File: src/common/bs_ctrl_pkg.sv
`default_nettype none

package bs_ctrl_pkg;

	// Host commands.
	typedef enum logic [3:0] {
		CMD_NONE = 4'd0,
		CMD_RUN  = 4'd1,
		CMD_ACK  = 4'd2
	} cmd_t;

	// Processor status, as seen by the host.
	typedef enum logic [3:0] {
		ST_IDLE     = 4'd0,
		ST_RUNNING  = 4'd1,
		ST_COMPLETE = 4'd2
	} state_t;

	// Width of the iteration count.
	localparam int NITER_W_DEFAULT = 32;

endpackage

`default_nettype wire

File: src/hw/iteration_counter.sv
`default_nettype none

module iteration_counter import bs_ctrl_pkg::*; #(
	parameter int NITER_W = NITER_W_DEFAULT
) (
	input logic clk,
	input logic nreset,
	input logic start,
	input logic [NITER_W-1:0] niter_q,
	output logic issue,
	output logic last
);

	// Samples still to issue.
	logic [NITER_W-1:0] remaining;
	// Set from start until the final issue.
	logic active;

	// Zero count gives one cycle with last only.
	assign issue = active && (remaining != '0);
	assign last = active && (remaining <= NITER_W'(1));

	always_ff @(posedge clk or negedge nreset) begin
		if (!nreset) begin
			remaining <= '0;
			active <= 1'b0;
		end else if (start) begin
			remaining <= niter_q;
			active <= 1'b1;
		end else if (active) begin
			remaining <= remaining - NITER_W'(1);
			// Final or empty cycle.
			if (remaining <= NITER_W'(1)) begin
				active <= 1'b0;
			end
		end
	end

endmodule

`default_nettype wire

File: config.mk
export PLATFORM = sky130hd
export DESIGN_NAME = iteration_counter
export DESIGN_NICKNAME = d
export VERILOG_FILES = /design/src/common/bs_ctrl_pkg.sv /design/src/hw/iteration_counter.sv
export SDC_FILE = /design/constraint.sdc
export NUM_CORES = 1
export LEC_CHECK = 0
export BUFFER_PORTS_ARGS = -buffer_cell sky130_fd_sc_hd__buf_2
export CORE_UTILIZATION = 43
export DETAILED_ROUTE_END_ITERATION = 8
export SLEW_MARGIN = 30
export SYNTH_ARGS = -nofsm -noshare
export SYNTH_HDL_FRONTEND = slang
export SYNTH_SLANG_ARGS = --single-unit
export TNS_END_PERCENT = 20
File: constraint.sdc
create_clock -name clk -period 2.9 [get_ports clk]
set_input_delay 0.58 -clock clk [delete_from_list [all_inputs] [get_ports clk]]
set_output_delay 0.58 -clock clk [all_outputs]
set_load 0.03 [all_outputs]
Word-level counts from Yosys, hierarchy flattened
Index checks and enable logic that the tools add are counted.
- output and inout bits: 2
- latch bits: 0
- memories: 0
- input bits: 35
- ROM bits: 0
- logic and storage cells: 13
- register bits: 33
- memory bits (writable): 0
- div/mod/pow operators: 0
- bitwise gates (word level): 0
- mux-type cells: 5
- $lt $le $gt $ge: 1
- add/sub/neg operators: 1
- reduce and logical (&&, ||, !) cells: 4
- equal/unequal tests: 0
- $mul: 0
- shift operators: 0
- operators by type and width (operator ; count):
    $mux 32 ; 2
    $le 32x1->1 const B ; 1
    $reduce_bool 32->1 ; 1
    $sub 32x1->32 const B ; 1
    $mux 1 ; 3
    $logic_and 1x1->1 ; 2
    $reduce_bool 2->1 ; 1

Longest topological paths before layout
- word-level depth: 4
- mapped depth: 8
- mapped depth without buffers: 6

Least setup slack after synthesis
OpenSTA, ideal clock, no wires.
- path kind: reg2out
- start: reg remaining[24]
- end: out last
- path buffers: 0
- data arrival time: 1943 ps
- cell stages (with the launch flop): 5
- setup slack: 377 ps
- data required time: 2320 ps
- cells stage by stage: dfrtp_1 -> or4_4 -> or4_4 -> nor3_1 -> and3b_1
- longest elaborated chain between the ends: 2
- RTL lines (element ; line ; source):
    start: declaration ; iteration_counter.sv:15 ; logic [NITER_W-1:0] remaining;
    start signal: assignment ; iteration_counter.sv:28 ; remaining <= niter_q;
    start signal: assignment ; iteration_counter.sv:31 ; remaining <= remaining - NITER_W'(1);
    $le 32x1->1 ; iteration_counter.sv:21 ; assign last = active && (remaining <= NITER_W'(1));
    $logic_and 1x1->1 ; iteration_counter.sv:21 ;
    end: declaration ; iteration_counter.sv:11 ; output logic last
No other way between the ends.

Worst setup path after layout
- start: reg remaining[25]
- end: out last
Same word-level chain as after synthesis.

==> flow_metrics.tcl <==
set metrics [dict create \
    ant_nets 0 \
    grt_max_degree 34 \
    comb_power_share 0.180 \
    ys_seq_area_frac 0.411 \
    power_frac_seq 0.511 \
    instances_no_fill 318 \
    cp.arrival_ns 2.25 \
    cts_tree "built" \
    status "finished, final reports clean" \
    die_area_mm2 0.00495 \
    hold_class "input port to asynchronous set/reset pin" \
    synth_edf_count 0 \
    ys_ff_latch 33 \
    drtPass1Iterations 4 \
    clk_pin_slew_ns 0.07 \
    place_area_mm2 0.00226 \
    layout_setup_ws_ns 0.0735 \
    grt_pass1_wl_um 7560 \
    p_int_uw 767 \
    criticalPathCategory "flop to output pin" \
    tns_ns 0 \
    vias 1753 \
    finalHoldViolCount 0 \
    p_sw_uw 326 \
    wirelength_um 4310 \
    die_w_um 70.3 \
    clock_tree.buffer_depth 2 \
    grt_pass1_vias 1639 \
    coreArea_mm2 0.00441 \
    avgRoutedWirePerCell_um 13.6 \
    async_reset_ff_frac 1.00 \
    start_util 0.455 \
    grt_overflow_total 0 \
    reg2reg_to "remaining[31]" \
    min_period_over_period 0.975 \
    final_cell_area_mm2 0.00237 \
    worstReg2RegStart "remaining[25]" \
    setup_viol 0 \
    syn_inst 221 \
    portBuffers 36 \
    p_leak_nw 0.931 \
    place_hpwl_um 3030 \
    synth_warnings 0 \
    layout_common_cells "buf_2 (35), dfrtp_1 (33), nor2_1 (24)" \
    rows 24 \
    slew_viol_final 0 \
    start_kind "flop" \
    clock.fmax_ghz 0.354 \
    max_slew_margin 0.502 \
    clock-sinks 33 \
    synth_fp_nets 259 \
    reg2reg_depth 4 \
    gp_congestion 0.815 \
    area_growth_pct 18.1 \
    hold_buffers 0 \
    via_per_inst 5.51 \
    synth_cell_type_count 40 \
    rsz0062_at_grt "yes" \
    synthesis.area_mm2 0.00201 \
    endpoint_kind "output pin" \
    floorplan.die.height_um 70.3 \
    clock_skew_ns 0.00657 \
    route.detailed.drc 0 \
    ir_drop_uv 258 \
    syn_avg_cell_area_um2 9.09 \
    critPathRequiredTime_ns 2.32 \
    fin_crit_ns 2.83 \
    ctsRootBufferMaster "clkbuf_8" \
    r2r_setup_slack_ns 0.72 \
    clk_latency_ns 0.29 \
    cp_max_fo 5 \
    pin_count 37 \
    p_per_area_mw_per_mm2 461 \
    grt.total_usage 0.191 \
    layout-drive-gt1-share 0.259 \
    drtIter0Drc 93 \
    cts.htree.levels 2 \
    mostFrequentLayoutCell "buf_2" \
    cts_buffers 5 \
    tightest_slew_ns 0.747 \
    synthFlopType "dfrtp_1" \
    clkPwrFrac 0.309 \
    n_antenna_cell 0 \
    swShare 0.298 \
    dp_cells 309 \
    dp_slack_ns 0.241 \
    antenna_found_initial 0 \
    finalNetCount 303 \
    drv_cap 0 \
]
cells in the mapped netlist (7+ instances only):
master    instances  area [um2]
dfrtp_1          33         826
nor2_1           24        90.1
nand2_1          22        82.6
o21ai_0          19        95.1
a31oi_1          16         100
o31ai_1           9        67.6
nand4_1           8        50.1
nor3_1            8        40.0
or4_1             8        60.1
clkbuf_1          7        26.3
xnor2_1           7        61.3
xor2_1            7        61.3
cell families (layout without fill, tap and decap cells):
| group | after synthesis | in the layout | share of synthesized area |
|---|---|---|---|
| compound gates | 51 | 51 | 0.160 |
| xor+xnor | 14 | 14 | 0.0611 |
| fa+ha+maj | 3 | 3 | 0.0187 |
| buf+inv | 14 | 59 | 0.0417 |
| flops | 33 | 33 | 0.411 |
| mux | 1 | 1 | 0.00561 |
| simple gates | 105 | 105 | 0.302 |
sequential cells by signal, indices dropped and copies added, names as in the netlist:
name,flops
remaining,32
active,1
worst max-delay path: stages, from the launching register on:
cell and delay [ns]:
dfrtp_1 0.41, or4_4 0.55, or4_4 0.47, nor3_4 0.20, and3b_1 0.19, buf_6 0.13
routing by layer:
metal | up-vias | track usage | part of all wire
met2 | 31 | 0.311 | 0.47
met4 | 0 | 0.0600 | 0.013
met1 | 795 | 0.247 | 0.48
met5 | - | 0 | 0
li1 | 920 | - | -
met3 | 7 | 0.0491 | 0.036
power groups by stage:
stage | Combinational [mW] | Sequential, mW | Clock [mW]
2_1_floorplan | 0.131 | 0.555 | 0
3_3_place_gp | 0.195 | 0.567 | 0
4_1_cts | 0.200 | 0.558 | 0.349
6_report | 0.197 | 0.559 | 0.338
5_1_grt | 0.228 | 0.566 | 0.369
3_5_place_dp | 0.195 | 0.568 | 0
cell type report:
| type | count | area [um2] |
|---|---|---|
| Inverter | 3 | 11.3 |
| Multi-Input combinational cell | 174 | 1110 |
| Tap cell | 52 | 65.1 |
| Timing Repair Buffer | 48 | 277 |
| Sequential cell | 33 | 826 |
| Clock inverter | 2 | 10.0 |
| Fill cell | 434 | 2040 |
| Clock buffer | 6 | 72.6 |
how the worst max path moves through the flow:
| stage | start | end | slack, ns | cells past startpoint |
|---|---|---|---|---|
| floorplan | remaining[24] | last | 0.38 | 4 |
| global placement | remaining[24] | last | 0.29 | 5 |
| detailed placement | remaining[24] | last | 0.24 | 5 |
| CTS | remaining[25] | last | 0.03 | 5 |
| global route | remaining[25] | last | -0.02 | 5 |
| finish | remaining[25] | last | 0.07 | 5 |
metrics by stage:
step | hold WS, ns | util | power, mW
after floorplan | 0.284 | - | 0.687
after global placement | 0.558 | 0.513 | 0.763
after detailed placement | 0.565 | 0.513 | 0.763
after CTS | 0.382 | 0.535 | 1.11
after global routing | 0.405 | 0.537 | 1.16
final | 0.352 | 0.537 | 1.09
repair_timing:
action	4_1_cts	5_1_grt
setup endpoints to repair	2	1
setup buffers	1	0
endpoints found under the hold margin	0	0
gates resized for setup	2	2
Note: power is estimated with default switching activity, not from simulation.
