`config.mk`:
```
export PLATFORM = sky130hd
export DESIGN_NAME = payoff_accumulator_flat
export DESIGN_NICKNAME = d
export VERILOG_FILES = /design/src/common/bs_fixed_pkg.sv /design/src/common/bs_if.sv /design/src/hw/payoff_accumulator.sv /design/src/flat_wrapper.sv
export SDC_FILE = /design/constraint.sdc
export NUM_CORES = 1
export LEC_CHECK = 0
export ABC_AREA = 0
export BUFFER_PORTS_ARGS = -buffer_cell sky130_fd_sc_hd__buf_2
export CAP_MARGIN = 20
export CORE_UTILIZATION = 46
export CTS_BUF_LIST = sky130_fd_sc_hd__clkbuf_16
export DETAILED_ROUTE_END_ITERATION = 16
export PLACE_DENSITY = 0.74
export SETUP_SLACK_MARGIN = 0.05
export SYNTH_ARGS = -nofsm -noshare
export SYNTH_HDL_FRONTEND = slang
export SYNTH_SLANG_ARGS = --single-unit
```
`constraint.sdc`:
```
create_clock -name clk -period 2.6 [get_ports clk]
set_input_delay 0.26 -clock clk [delete_from_list [all_inputs] [get_ports clk]]
set_output_delay 0.26 -clock clk [all_outputs]
set_load 0.005 [all_outputs]
```
`src/common/bs_fixed_pkg.sv`:
```
`default_nettype none

package bs_fixed_pkg;

	// Strike K, signed (8,15).
	typedef logic signed [22:0] strike_t;
	// S times exp((r - sigma^2/2)T), unsigned (23,15).
	typedef logic [37:0] drift_t;
	// Sigma times sqrt(T), unsigned (3,15).
	typedef logic [17:0] vol_t;
	// Normal variate, signed (5,15).
	typedef logic signed [19:0] grn_t;

	// Volatility product, signed (8,30).
	typedef logic signed [37:0] z_t;
	// Table output, (9,31).
	typedef logic [39:0] exp_t;
	// One plus 13 fraction bits, (2,15).
	typedef logic [16:0] mant_t;
	// Corrected exponential, (11,46).
	typedef logic [56:0] exp_prod_t;
	// Scaled price, (34,61).
	typedef logic [94:0] price_prod_t;

	// Payoff sum, (40,15) zero-extended.
	typedef logic [63:0] sum_t;

	// Range of the exponent.
	// High and low are overridden by the payoff clamp.
	typedef enum logic [1:0] {
		RANGE_HIGH = 2'd0,
		RANGE_MID  = 2'd1,
		RANGE_LOW  = 2'd2
	} range_t;

	// Integer bounds of the middle band.
	localparam int Z_LOW_LIMIT = -19;
	localparam int Z_HIGH_LIMIT = 5;

endpackage

`default_nettype wire

```
`src/common/bs_if.sv`:
```
`default_nettype none

// Run constants from the controller to the datapath.
interface cfg_if import bs_fixed_pkg::*; ();

	strike_t strike;
	drift_t drift;
	vol_t vol;
	grn_t grn;

	// Controller owns all fields.
	modport ctrl (output strike, drift, vol, grn);
	// Exponential chain needs drift, vol and variate.
	modport pipe (input drift, vol, grn);
	// Payoff stage needs only the strike.
	modport acc (input strike);

endinterface

// One price beat per cycle, no handshake.
interface price_if import bs_fixed_pkg::*; ();

	logic valid;
	// May arrive alone on an empty run.
	logic last;
	price_prod_t price;
	range_t range;

	modport src (output valid, last, price, range);
	modport dst (input valid, last, price, range);

endinterface

`default_nettype wire

```
`src/hw/payoff_accumulator.sv`:
```
`default_nettype none

module payoff_accumulator import bs_fixed_pkg::*; (
	input logic clk,
	input logic nreset,
	input logic start,
	cfg_if.acc cfg,
	price_if.dst price,
	output sum_t sum,
	output logic done
);

	// Price and strike at 15 fraction bits, widened for the compare.
	logic signed [49:0] price_wide;
	logic signed [49:0] strike_wide;
	// Value taken off the strike.
	strike_t operand;
	strike_t diff_q;
	logic valid1_q;
	logic last1_q;

	assign price_wide = {1'b0, price.price[94:46]};
	assign strike_wide = cfg.strike;

	// Clamp.
	always_comb begin
		if (price.range == RANGE_LOW) begin
			operand = '0;
		end else if ((price.range == RANGE_HIGH) || (price_wide > strike_wide)) begin
			operand = cfg.strike;
		end else begin
			// Price in (8,15).
			operand = price.price[68:46];
		end
	end

	// Per-sample payoff.
	always_ff @(posedge clk) begin
		diff_q <= cfg.strike - operand;
	end

	always_ff @(posedge clk or negedge nreset) begin
		if (!nreset) begin
			valid1_q <= 1'b0;
			last1_q <= 1'b0;
			done <= 1'b0;
			sum <= '0;
		end else begin
			valid1_q <= price.valid;
			last1_q <= price.last;
			// Final payoff lands in the same cycle.
			done <= last1_q;
			if (start) begin
				sum <= '0;
			end else if (valid1_q) begin
				sum <= sum + {41'b0, diff_q};
			end
		end
	end

endmodule

`default_nettype wire

```
`src/flat_wrapper.sv`:
```
// flat-port wrapper written by rule: the top's interface ports become plain ports
module payoff_accumulator_flat import bs_fixed_pkg::*;
  (clk, nreset, start, sum, done, cfg_strike, price_valid, price_last, price_price, price_range);
  cfg_if cfg_i ();
  price_if price_i ();
  input logic clk;
  input logic nreset;
  input logic start;
  output sum_t sum;
  output logic done;
  input wire logic [$bits(cfg_i.strike)-1:0] cfg_strike;
  input wire logic [$bits(price_i.valid)-1:0] price_valid;
  input wire logic [$bits(price_i.last)-1:0] price_last;
  input wire logic [$bits(price_i.price)-1:0] price_price;
  input wire logic [$bits(price_i.range)-1:0] price_range;
  assign cfg_i.strike = cfg_strike;
  assign price_i.valid = price_valid;
  assign price_i.last = price_last;
  assign price_i.price = price_price;
  assign price_i.range = price_range;
  payoff_accumulator u_core (.clk(clk), .nreset(nreset), .start(start), .cfg(cfg_i), .price(price_i), .sum(sum), .done(done));
endmodule
```
### Word level (Yosys, flattened, before mapping)

Index checks and enable logic that the tools add are counted.

* output and inout bits: 65
* bits of input ports: 125
* register bits after elaboration: 90
* logic and storage cells: 16

* reduce and logical (&&, ||, !) cells: 3
* eq/ne operators: 1
* mux-type cells: 4
* magnitude comparators: 1
* $add $sub $neg: 2

Operators with widths (count)
* 2-to-1 mux 64 bit: 2
* adder 64 x 23 -> 64 bit: 1
* > comparator 50 x 23 -> 1 bit: 1
* 2-to-1 mux 23 bit: 2
* subtractor 23 bit: 1
* equality test 2 bit (second input constant): 1
* zero test 2 bit: 1
* nonzero test 2 bit: 1
* logical OR 1 bit: 1

### Depth between registers and ports, before layout

* depth after elaboration: 5
* depth in mapped cells: 22
* depth with buffers taken out: 21

### Worst setup path after synthesis

OpenSTA, ideal clock, no wires.

* path type: input port to flip-flop
* start: input port cfg_strike[22]
* end: register u_core.diff_q[21]
* arrival: 4.558 ns
* setup slack: -2.081 ns
* library setup time: 0.123 ns
* cell stages on the path: 20
* buffers on the path: 1
* path through: inv_1 -> ha_1 -> nand4_1 -> nor4_1 -> nand4_1 -> and3_1 -> o21ai_0 -> o211ai_1 -> buf_2 -> mux2i_1 -> or2_1 -> ha_1 -> nor2b_1 -> o31a_1 -> or3_1 -> a21oi_1 -> o21ai_0 -> a211oi_1 -> a21oi_1 -> xor2_1

* longest elaborated chain between the ends: 5

Ends and longest elaborated chain
* from (decl): line flat_wrapper.sv:11 `input wire logic [$bits(cfg_i.strike)-1:0] cfg_strike;`
* > comparator 50 x 23 -> 1 bit: line payoff_accumulator.sv:29 `end else if ((price.range == RANGE_HIGH) || (price_wide > strike_wide)) begin`
* logical OR 1 bit: line payoff_accumulator.sv:29
* 2-to-1 mux 23 bit: line payoff_accumulator.sv:29
* 2-to-1 mux 23 bit: line payoff_accumulator.sv:27 `if (price.range == RANGE_LOW) begin`
* subtractor 23 bit: line payoff_accumulator.sv:39 `diff_q <= cfg.strike - operand;`
* to (signal assigned): line payoff_accumulator.sv:39
* to (decl): line payoff_accumulator.sv:18 `strike_t diff_q;`

Every way passes these cells.
A chain may end at the register's enable or synchronous reset.

### Worst setup path after layout

Ends and elaborated chain as after synthesis.

==> metrics <==
met1 usage 30.2%; Tmin final 4.22 ns; number of flops mapped to enable cells by yosys 0; family with the most delay on the worst path simple AND/OR/NAND/NOR gates; final worst path period share 162%; largest family of logic cells by synthesized area simple AND/OR/NAND/NOR gates; Die Area 0.0159 mm²; Pwr Density 714 mW/mm²; Compound-Gate Fraction of Synth Area 15.5%; final worst slack -1.62 ns; Area Growth Syn to Fin 58.5%; Top-Level Pins 190; Starting Density 46.9%; DPL Wire Length approximately 14 mm; cells after synthesis just under 800; routed wire length 23.6 mm; Max Slew Vio Count 0; Synth Area in Adders 17.0%; grt ovf 0; final setup fails between 60 and 70; #FFs+latches synth 90; fin util between 70% and 80%; startpoint types input port; Rel. slew slack between 50% and 60%; kind of critical path input port to flop; GRT Overall Usage 26.6%; vias in the first global route 7446; Crit Path Max Fanout 5; largest net degree at the start of global routing 68; Port-buffer cells about 140; # clock sinks 90; unrepaired setup endpoints after global routing yes; Hold Fails Final Rpt 0; critical path's slowest cell or3_4; gpl congestion 0.832; Hold Crit Class input port to flop; Tightest Pin Transition 0.713 ns; reg-to-reg setup timing slack -0.29 ns; H-tree depth 3; vias per cell 5.67; Max Freq approximately 240 MHz; Register-to-Register Path Depth 12; Worst Skew 0.0173 ns; met3 Usage GRT under 10%; post-synthesis sequential area ratio between 30% and 40%; wire per inst 17.8 µm; CTS Buf Count 9; leading area contributor after synthesis dfrtp_1; global-route wire length before repair 34.4 mm; Clock Path Buffers 2; Antenna Violating Nets Remaining 0; worst reg2reg path startpoint u_core.sum[8]$_DFFE_PN0P_; worst path cell trace buf_8 -> clkinvlp_4 -> buf_6 -> ha_4 -> nand4_1 -> nor4_4 -> nand4_1 -> nand4_1 -> a21boi_2 -> o211ai_1 -> buf_6 -> mux2i_1 -> or2_1 -> ha_1 -> nor2b_4 -> o31a_1 -> or3_4 -> a21oi_4 -> o21ai_4 -> a211oi_2 -> a21oi_1 -> xor2_1; crit path to u_core.diff_q[21]$_DFF_P_; Row Count 45; Avg Synthesized Cell Area around 9 µm²; Cell Area, Placed ~0.0095 mm²; CP dominant cell by count nand4_1; ys flop type dfrtp_1; Antenna Cells 0; Synth cell types 68; initial DRC count between 400 and 500; instance count on the critical path 22; root buffer cell clkbuf_16; die span in x 126 µm; CP Capture Type flop; M2 GR Usage 48.1%; Worst EP required 2.84 ns; mapped cell area 0.00710 mm²; initial antenna violation count 0; core footprint 0.0151 mm²; Arrival @ worst endpoint about 4.5 ns; P_leak 5.58 nW; syn nets 1008; Reg-to-Reg End u_core.sum[45]$_DFFE_PN0P_; Critical Path Source cfg_strike[22]; worst skew pair latency ~0.36 ns; die height 126 µm; maxcap violations 0; Peak supply drop 0.420 mV; worst hold stages 1; clk slew on worst S/H paths 0.06 ns; Detailed Routing Iterations Pass 1 5; failing checks negative setup slack; DRC Markers 0; CP Buf/Inv Count 4; simple-gate portion of the synthesized area 18.8%; via count 7530; CTS tree yes; synth top area cells dfrtp_1 24%, ha_1 16%, xnor2_1 8.1%; CP peak stage delay 0.36 ns; XOR/XNOR share of the synthesized area 9.38%; status finished, violations left; post-synthesis mux area share 5.52%; final net count 1356; Ys Warns 0; final instance area 0.0113 mm²; Synth top area share roughly a quarter; share of cells above drive strength 1 between 40% and 50%; Post-synth ARST share 74.4%; Top Usage Layer GRT met2
[kinds of logic (layout without fill, tap and decap cells)]
family,after synthesis,after routing
simple gates,264,264
compound gates,156,157
fa+ha+maj,95,95
flops,90,90
xor+xnor,76,76
buf+inv,68,420
mux,39,39
[cells in the mapped netlist (all sizes together), types with 20 or more instances]
library cell  instances
or2                  25
ha                   93
xnor2                66
a21oi                51
mux2i                38
nand2                43
inv                  46
nand3                20
nor2                 91
nand4                21
dfxtp                23
dfrtp                67
[cells in the final DEF, fill, tap and decap left out, types with 23 or more instances in the layout]
cell     count
a21oi_1     32
inv_1       45
nor2_1      87
xnor2_1     57
dfxtp_1     23
nand2_1     41
mux2i_1     37
buf_4      182
buf_2      142
ha_1        71
dfrtp_1     67
[through the flow]
stage / cells / hold slack, ns / worst slack, ns / power, mW / setup TNS (ns)
finish: 1329 / 0.0178 / -1.62 / 8.04 / -36.34
global placement: 1274 / 0.312 / -1.87 / 5.42 / -36.63
global route: 1329 / 0.0172 / -1.74 / 8.49 / -43.87
CTS: 1315 / 0.0133 / -1.43 / 7.66 / -26.19
floorplan: 788 / -0.0356 / -1.93 / 4.01 / -33.47
detailed placement: 1274 / 0.310 / -2.04 / 5.53 / -40.85
[cell type report]
class	count	area, µm²
tap	188	235
sequential	90	2140
clock buffer	9	225
inverter	46	176
timing repair buffer	358	2590
fill	938	3890
multi-input combinational	631	5850
clock inverter	7	46.3
[registers in the layout, indices dropped and copies added (netlist names)]
name and flops:
u_core.last1_q 1, u_core.sum 64, u_core.done 1, u_core.diff_q 23, u_core.valid1_q 1
[metal layers]
metal,up-vias,wire length [µm]
met5,-,0
met4,0,907
met3,65,1510
met2,290,12300
met1,3619,8970
li1,3556,-
[power by group]
part / switching, mW / leakage [nW] / internal [mW]
Sequential: 0.193 / 1.11 / 1.66
Combinational: 2.49 / 4.33 / 2.48
Clock: 0.574 / 0.140 / 0.646
Total: 3.25 / 5.58 / 4.79
[worst register-to-register path: stages (launching register included)]
cell	delay, ns
dfrtp_1	0.43
ha_4	0.29
and3_4	0.20
a221o_1	0.25
a31oi_4	0.14
buf_6	0.15
a311oi_4	0.31
o21ai_4	0.14
buf_6	0.16
buf_16	0.14
nor4b_4	0.31
xnor2_1	0.17
nor2_1	0.05
[worst min-delay path by stage]
stage	start	to
4_1_cts	price_last	u_core.last1_q$_DFF_PN0_
2_1_floorplan	nreset	u_core.done$_DFF_PN0_
3_5_place_dp	nreset	u_core.sum[37]$_DFFE_PN0P_
3_3_place_gp	nreset	u_core.sum[37]$_DFFE_PN0P_
6_report	price_last	u_core.last1_q$_DFF_PN0_
5_1_grt	price_last	u_core.last1_q$_DFF_PN0_
[repair_timing]
action / CTS / global route
pin swaps: 37 / 62
endpoints found under the setup margin: 68 / 74
resized for setup: 116 / 85
gates cloned: 5 / 2
hold buffers: 1 / 0
setup buffers: 20 / 18
endpoints found under the hold margin: 67 / 0
Note: power is estimated with default switching activity, not from simulation.
