File: config.mk
export PLATFORM = sky130hd
export DESIGN_NAME = run_control_flat
export DESIGN_NICKNAME = d
export VERILOG_FILES = /design/src/common/bs_fixed_pkg.sv /design/src/common/bs_ctrl_pkg.sv /design/src/common/bs_if.sv /design/src/hw/run_control.sv /design/src/flat_wrapper.sv
export SDC_FILE = /design/constraint.sdc
export NUM_CORES = 1
export LEC_CHECK = 0
export BUFFER_PORTS_ARGS = -buffer_cell sky130_fd_sc_hd__buf_2
export CELL_PAD_IN_SITES_DETAIL_PLACEMENT = 1
export CELL_PAD_IN_SITES_GLOBAL_PLACEMENT = 2
export CORE_UTILIZATION = 29
export CTS_BUF_LIST = sky130_fd_sc_hd__clkbuf_8
export DETAILED_ROUTE_END_ITERATION = 12
export PLACE_DENSITY_LB_ADDON = 0.1
export SLEW_MARGIN = 25
export SYNTH_ARGS = -nofsm -noshare
export SYNTH_HDL_FRONTEND = slang
export SYNTH_SLANG_ARGS = --single-unit
File: constraint.sdc
create_clock -name clk -period 15.2 [get_ports clk]
set_input_delay 0.76 -clock clk [delete_from_list [all_inputs] [get_ports clk]]
set_output_delay 0.76 -clock clk [all_outputs]
set_load 0.1 [all_outputs]
File: src/common/bs_fixed_pkg.sv
`default_nettype none

package bs_fixed_pkg;

	// Strike K, signed (8,15).
	typedef logic signed [22:0] strike_t;
	// S times exp((r - sigma^2/2)T), unsigned (23,15).
	typedef logic [37:0] drift_t;
	// Sigma times sqrt(T), unsigned (3,15).
	typedef logic [17:0] vol_t;
	// Normal variate, signed (5,15).
	typedef logic signed [19:0] grn_t;

	// Volatility product, signed (8,30).
	typedef logic signed [37:0] z_t;
	// Table output, (9,31).
	typedef logic [39:0] exp_t;
	// One plus 13 fraction bits, (2,15).
	typedef logic [16:0] mant_t;
	// Corrected exponential, (11,46).
	typedef logic [56:0] exp_prod_t;
	// Scaled price, (34,61).
	typedef logic [94:0] price_prod_t;

	// Payoff sum, (40,15) zero-extended.
	typedef logic [63:0] sum_t;

	// Range of the exponent.
	// High and low are overridden by the payoff clamp.
	typedef enum logic [1:0] {
		RANGE_HIGH = 2'd0,
		RANGE_MID  = 2'd1,
		RANGE_LOW  = 2'd2
	} range_t;

	// Integer bounds of the middle band.
	localparam int Z_LOW_LIMIT = -19;
	localparam int Z_HIGH_LIMIT = 5;

endpackage

`default_nettype wire

File: src/common/bs_ctrl_pkg.sv
`default_nettype none

package bs_ctrl_pkg;

	// Host commands.
	typedef enum logic [3:0] {
		CMD_NONE = 4'd0,
		CMD_RUN  = 4'd1,
		CMD_ACK  = 4'd2
	} cmd_t;

	// Processor status, as seen by the host.
	typedef enum logic [3:0] {
		ST_IDLE     = 4'd0,
		ST_RUNNING  = 4'd1,
		ST_COMPLETE = 4'd2
	} state_t;

	// Width of the iteration count.
	localparam int NITER_W_DEFAULT = 32;

endpackage

`default_nettype wire

File: src/common/bs_if.sv
`default_nettype none

// Run constants from the controller to the datapath.
interface cfg_if import bs_fixed_pkg::*; ();

	strike_t strike;
	drift_t drift;
	vol_t vol;
	grn_t grn;

	// Controller owns all fields.
	modport ctrl (output strike, drift, vol, grn);
	// Exponential chain needs drift, vol and variate.
	modport pipe (input drift, vol, grn);
	// Payoff stage needs only the strike.
	modport acc (input strike);

endinterface


`default_nettype wire

File: src/hw/run_control.sv
`default_nettype none

module run_control import bs_fixed_pkg::*, bs_ctrl_pkg::*; #(
	parameter int NITER_W = NITER_W_DEFAULT
) (
	input logic clk,
	input logic nreset,
	input cmd_t cmd,
	input logic [NITER_W-1:0] niter,
	input logic done,
	input strike_t const_k,
	input drift_t const1,
	input vol_t const2,
	input grn_t grn,
	output state_t status,
	output logic start,
	output logic [NITER_W-1:0] niter_q,
	cfg_if.ctrl cfg
);

	state_t next_state;

	// Next state.
	// Only RUN in idle and ACK in complete have an effect.
	always_comb begin
		next_state = status;
		case (status)
			ST_IDLE: begin
				if (cmd == CMD_RUN) begin
					next_state = ST_RUNNING;
				end
			end
			ST_RUNNING: begin
				// Accumulator reports the final beat.
				if (done) begin
					next_state = ST_COMPLETE;
				end
			end
			ST_COMPLETE: begin
				if (cmd == CMD_ACK) begin
					next_state = ST_IDLE;
				end
			end
			default: begin
				next_state = ST_IDLE;
			end
		endcase
	end

	// State register and start pulse.
	always_ff @(posedge clk or negedge nreset) begin
		if (!nreset) begin
			status <= ST_IDLE;
			start <= 1'b0;
		end else begin
			status <= next_state;
			// One cycle, on leaving idle.
			start <= (status == ST_IDLE) && (cmd == CMD_RUN);
		end
	end

	// Track inputs while idle, hold them for the run.
	always_ff @(posedge clk) begin
		if (status == ST_IDLE) begin
			niter_q <= niter;
			cfg.strike <= const_k;
			cfg.drift <= const1;
			cfg.vol <= const2;
			cfg.grn <= grn;
		end
	end

endmodule

`default_nettype wire

File: src/flat_wrapper.sv
// flat-port wrapper written by rule: the top's interface ports become plain ports
module run_control_flat import bs_fixed_pkg::*, bs_ctrl_pkg::*;
#(
	parameter int NITER_W = NITER_W_DEFAULT
)
  (clk, nreset, cmd, niter, done, const_k, const1, const2, grn, status, start, niter_q, cfg_strike, cfg_drift, cfg_vol, cfg_grn);
  cfg_if cfg_i ();
  input logic clk;
  input logic nreset;
  input cmd_t cmd;
  input logic [NITER_W-1:0] niter;
  input logic done;
  input strike_t const_k;
  input drift_t const1;
  input vol_t const2;
  input grn_t grn;
  output state_t status;
  output logic start;
  output logic [NITER_W-1:0] niter_q;
  output wire logic [$bits(cfg_i.strike)-1:0] cfg_strike;
  output wire logic [$bits(cfg_i.drift)-1:0] cfg_drift;
  output wire logic [$bits(cfg_i.vol)-1:0] cfg_vol;
  output wire logic [$bits(cfg_i.grn)-1:0] cfg_grn;
  assign cfg_strike = cfg_i.strike;
  assign cfg_drift = cfg_i.drift;
  assign cfg_vol = cfg_i.vol;
  assign cfg_grn = cfg_i.grn;
  run_control #(.NITER_W(NITER_W)) u_core (.clk(clk), .nreset(nreset), .cmd(cmd), .niter(niter), .done(done), .const_k(const_k), .const1(const1), .const2(const2), .grn(grn), .status(status), .start(start), .niter_q(niter_q), .cfg(cfg_i));
endmodule
# After elaboration in Yosys (flattened, before gate mapping)
# Cells that the tools add are included.
# Widths: inputs -> output; s select.
# word_totals
romBits	0
mem_count	0
mem_bits_rw	0
inputBits	138
out_inout_bits	136
register_bits	136
wordCells	21
latch_bits	0
# op_classes
n_reduce_logical	3
shift	0
addsub	0
n_div	0
n_mux	4
multipliers	0
n_eq_ne	7
bitwise	0
n_lt_le_gt_ge	0
# ops
operator	count
$mux 4	3
$pmux 4 s3	1
$eq 4x1->1 const B	2
$eq 4x2->1 const B	2
$logic_not 4->1	1
$ne 2x2->1 const B	2
$reduce_and 3->1	1
$ne 2x1->1 const B	1
$logic_and 1x1->1	1

# Logic depth before layout (Yosys ltp)
# logic_depth
depth_word	3
depth_mapped	2
ltp_nobuf	2

# Least setup slack after synthesis
# No wires, ideal clock.
# synth_timing
kind	register -> register
from	register u_core.status[1]
to	register u_core.cfg.drift[0], enable pin
required_time_ns	14.579
path_stages_with_launch	2
arrival_time_ns	6.384
setup_ns	0.621
path_slack_ns	8.195
n_path_buf	0
cell_sequence	dfrtp_1 > nor2_1
# synth_between
elab_chain_cells	1
# synth_lines
element	line_no	source
start, declared	run_control.sv:15	output state_t status,
start signal, assigned	run_control.sv:56	status <= next_state;
$logic_not 4->1	run_control.sv:64	if (status == ST_IDLE) begin
end signal, assigned	run_control.sv:67	cfg.drift <= const1;
end, declared	bs_if.sv:12	modport ctrl (output strike, drift, vol, grn);
# Every way passes these cells.
# A chain may end at the register's enable or synchronous reset.

# Final worst setup path
# layout_timing
from	register u_core.status[0]
to	output port status[0]
# layout_rtl
element	line_no	source
end, declared	flat_wrapper.sv:17	output state_t status;
# No word-level cell between the ends.

==> results.py <==
metrics = {
    "clocking": {
        "count_of_instances_resized_after_the_clock_tree_is_built": 0,
        "clk_path_buf_depth": 2,
        "clock-root-buffer": "sky130_fd_sc_hd__clkbuf_8",
        "cts_hold_repair.buffers": 0,
        "cts-buffers-inserted": 17,
        "htreeDepth": 4,
        "clkLatencyLatePin_ns": 0.42,
        "post-cts-setup-buffer-count": 0,
        "clkSinkCount": 134,
        "tritoncts_clock_tree": "built",
        "cts.clk_slew.worst_paths_ns": 0.07,
    },
    "floorplan": {
        "initial_core_util_pct": 29.7,
        "dieArea_sq_um": 14600,
        "rows": 43,
        "core_area_sq_um": 13800,
        "die_y_um": 121,
        "die_width_um": 121,
        "pin_count": 274,
    },
    "yosys": {
        "synth_seq_cells": 134,
        "netlist-cell-type-count": 13,
        "post_synthesis_cells": 147,
        "synth-warning-count": 0,
        "synth_top_family_by_area": "simple AND/OR/NAND/NOR gates",
        "synth_compound_area_share_pct": 0.458,
        "synth_xor_xnor_area_share_pct": 0,
        "synth.area.mux_share_pct": 0,
        "yosys.area_share.adder_pct": 0,
        "synth_area_per_cell_sq_um": 27.9,
        "synth-simple-area-share_pct": 1.22,
        "yosysSeqAreaShare_pct": 97.8,
        "post_syn_area_sq_um": 4100,
    },
    "routing": {
        "antenna_violating_nets_post_route": 0,
        "routedWlPerCell_um": 16.4,
        "postRouteWirelength_mm": 10.3,
        "num_vias": 2551,
        "viasPerCell": 4.06,
        "detailedRoute.firstPassIterationCount": 4,
        "first_iter_violations": 110,
        "drcViolationCount": 0,
    },
    "global_route": {
        "groute.layer.met2.usage_pct": 25.3,
        "globalRoute.totalOverflow": 0,
        "grt_busiest_layer": "met2",
        "gr-usage-met3_pct": 6.72,
        "grtUsageTotal_pct": 14.0,
        "grt_pass1_vias": 2732,
        "first_pass_grt_wire_length_mm": 14.4,
        "grtUsageMet1_pct": 12.7,
        "initial_antenna_violation_count": 2,
        "grt_start_max_net_pins": 77,
    },
    "setup_path": {
        "critPathSlowestCell": "sky130_fd_sc_hd__buf_2",
        "timing.critical_path.max_delay_family": "buffers and inverters",
        "path_cells": "buf_2",
        "worst_r2r_setup_slack_ns": 13.45,
        "critPathMaxFanout": 5,
        "endpoint_of_the_most_critical_register_to_register_path": "u_core.cfg.strike[12]",
        "worst_r2r_src": "u_core.status[1]",
        "critPathBufInv": 1,
        "crit_type": "flip-flop to primary output",
        "critPathArrivalTime_ns": 1.36,
        "critical_path.endpoint_type": "primary output",
        "worst_r2r_path_depth": 2,
        "crit_path_start_kind": "flip-flop",
        "timing.critical_path.slowest_cell_delay_ns": 0.47,
        "cp.required_ns": 14.44,
    },
    "place": {
        "placer_s_final_routability_congestion_estimate": 0.741,
        "placed_cells": 599,
        "instance_area_after_placement_sq_um": 5690,
        "hpwlAfterDp_mm": 7.78,
        "port_buffers": 271,
    },
    "timing": {
        "worst_pin_slew_ns": 0.969,
        "grt_setup_unrepaired": "false",
        "min_hold_slack_ns": 0.120,
        "slew_headroom_pct": 35.4,
        "final_max_slew_viol_count": 0,
        "post-route-period-util_pct": 13.9,
        "clock_skew_ns": 0.00777,
        "timing.fmax_mhz": 473,
        "setup_total_negative_slack_ns": 0,
        "report.final.setup_viol": 0,
        "min_period_ns": 2.12,
        "final_hold_viol_count": 0,
    },
    "run": {
        "cap_violations": 0,
    },
    "final_layout": {
        "post_layout_nonfiller_instances": 628,
        "most-common-layout-cells": "271 x sky130_fd_sc_hd__buf_2, 131 x sky130_fd_sc_hd__edfxtp_1, 17 x sky130_fd_sc_hd__clkbuf_8, 5 x sky130_fd_sc_hd__inv_1",
        "fin_nets": 576,
        "flow.area_growth_from_synthesis_pct": 46.4,
        "fraction_of_layout_instances_using_a_drive_strength_above_1_pct": 66.9,
        "most_frequent_standard_cell_in_the_layout_excluding_fill_and_tap_cells": "sky130_fd_sc_hd__buf_2",
        "layout.cell_area.non_filler_sq_um": 6000,
    },
    "status": {
        "status": "finished, final reports clean",
    },
    "worst_hold_path": {
        "min_path_type": "primary input to asynchronous set/reset pin",
    },
}
-- worst reg2reg max path: stages (launching register included) --
cell,delay [ns]
sky130_fd_sc_hd__dfrtp_1,0.44
sky130_fd_sc_hd__nor2_4,0.13
sky130_fd_sc_hd__buf_4,0.74
-- stage by stage --
step	util, %	worst slack (ns)
finish	43.4	13.08
global route	43.4	13.01
CTS	43.4	13.04
detailed placement	41.2	13.44
global placement	41.2	13.50
floorplan	-	8.19
-- synth_stat cells --
cell type / instances / share of area, %
sky130_fd_sc_hd__edfxtp_1: 131 / 96
sky130_fd_sc_hd__dfrtp_1: 3 / 1.8
sky130_fd_sc_hd__buf_4: 2 / 0.37
sky130_fd_sc_hd__nor2_1: 2 / 0.18
sky130_fd_sc_hd__conb_1: 1 / 0.091
sky130_fd_sc_hd__inv_1: 1 / 0.091
sky130_fd_sc_hd__nand2b_1: 1 / 0.15
sky130_fd_sc_hd__nor4b_1: 1 / 0.21
sky130_fd_sc_hd__o22ai_1: 1 / 0.15
sky130_fd_sc_hd__o22ai_2: 1 / 0.31
sky130_fd_sc_hd__or2_2: 1 / 0.15
sky130_fd_sc_hd__or2b_1: 1 / 0.18
sky130_fd_sc_hd__or4b_4: 1 / 0.34
-- metal layers --
| metal | vias to the layer above | routed length (um) |
|---|---|---|
| li1 | 1169 | - |
| met1 | 1215 | 3270 |
| met2 | 141 | 5670 |
| met3 | 24 | 1040 |
| met4 | 2 | 269 |
| met5 | - | 16 |
-- worst max path at each step --
stage	start	endpoint	slack, ns	depth (start not counted)
2_1_floorplan	u_core.status[1]	u_core.cfg.drift[0]	8.19	1
3_3_place_gp	u_core.status[1]	u_core.cfg.drift[22]	13.50	2
3_5_place_dp	u_core.status[1]	u_core.cfg.strike[2]	13.44	2
4_1_cts	u_core.status[0]	status[0]	13.04	1
5_1_grt	u_core.status[0]	status[0]	13.01	1
6_report	u_core.status[0]	status[0]	13.08	1
-- cell type report --
type	instances	area [sq um]
Inverter	1	3.75
Clock inverter	11	75.1
Tap cell	180	225
Multi-Input combinational cell	11	83.8
Antenna cell	1	2.50
Clock buffer	17	234
Sequential cell	134	4010
Timing Repair Buffer	273	1370
Fill cell	1452	7820
-- cell families (layout without fill, tap and decap cells) --
group / count (synthesis) / count (layout)
AOI/OAI and AO/OA: 2 / 2
other: 1 / 3
and+or+nand+nor: 7 / 7
buffers and inverters: 3 / 302
DFF: 134 / 134
-- state kept, by name, summed over array words and instances (netlist names) --
name	count
u_core.cfg.drift	38
u_core.cfg.grn	20
u_core.cfg.strike	23
u_core.cfg.vol	18
u_core.niter_q	32
u_core.start	1
u_core.status	2
Power is left out: the tool's default activity adds up to more than one toggle a clock period on the data nets, which glitch-free logic cannot reach.
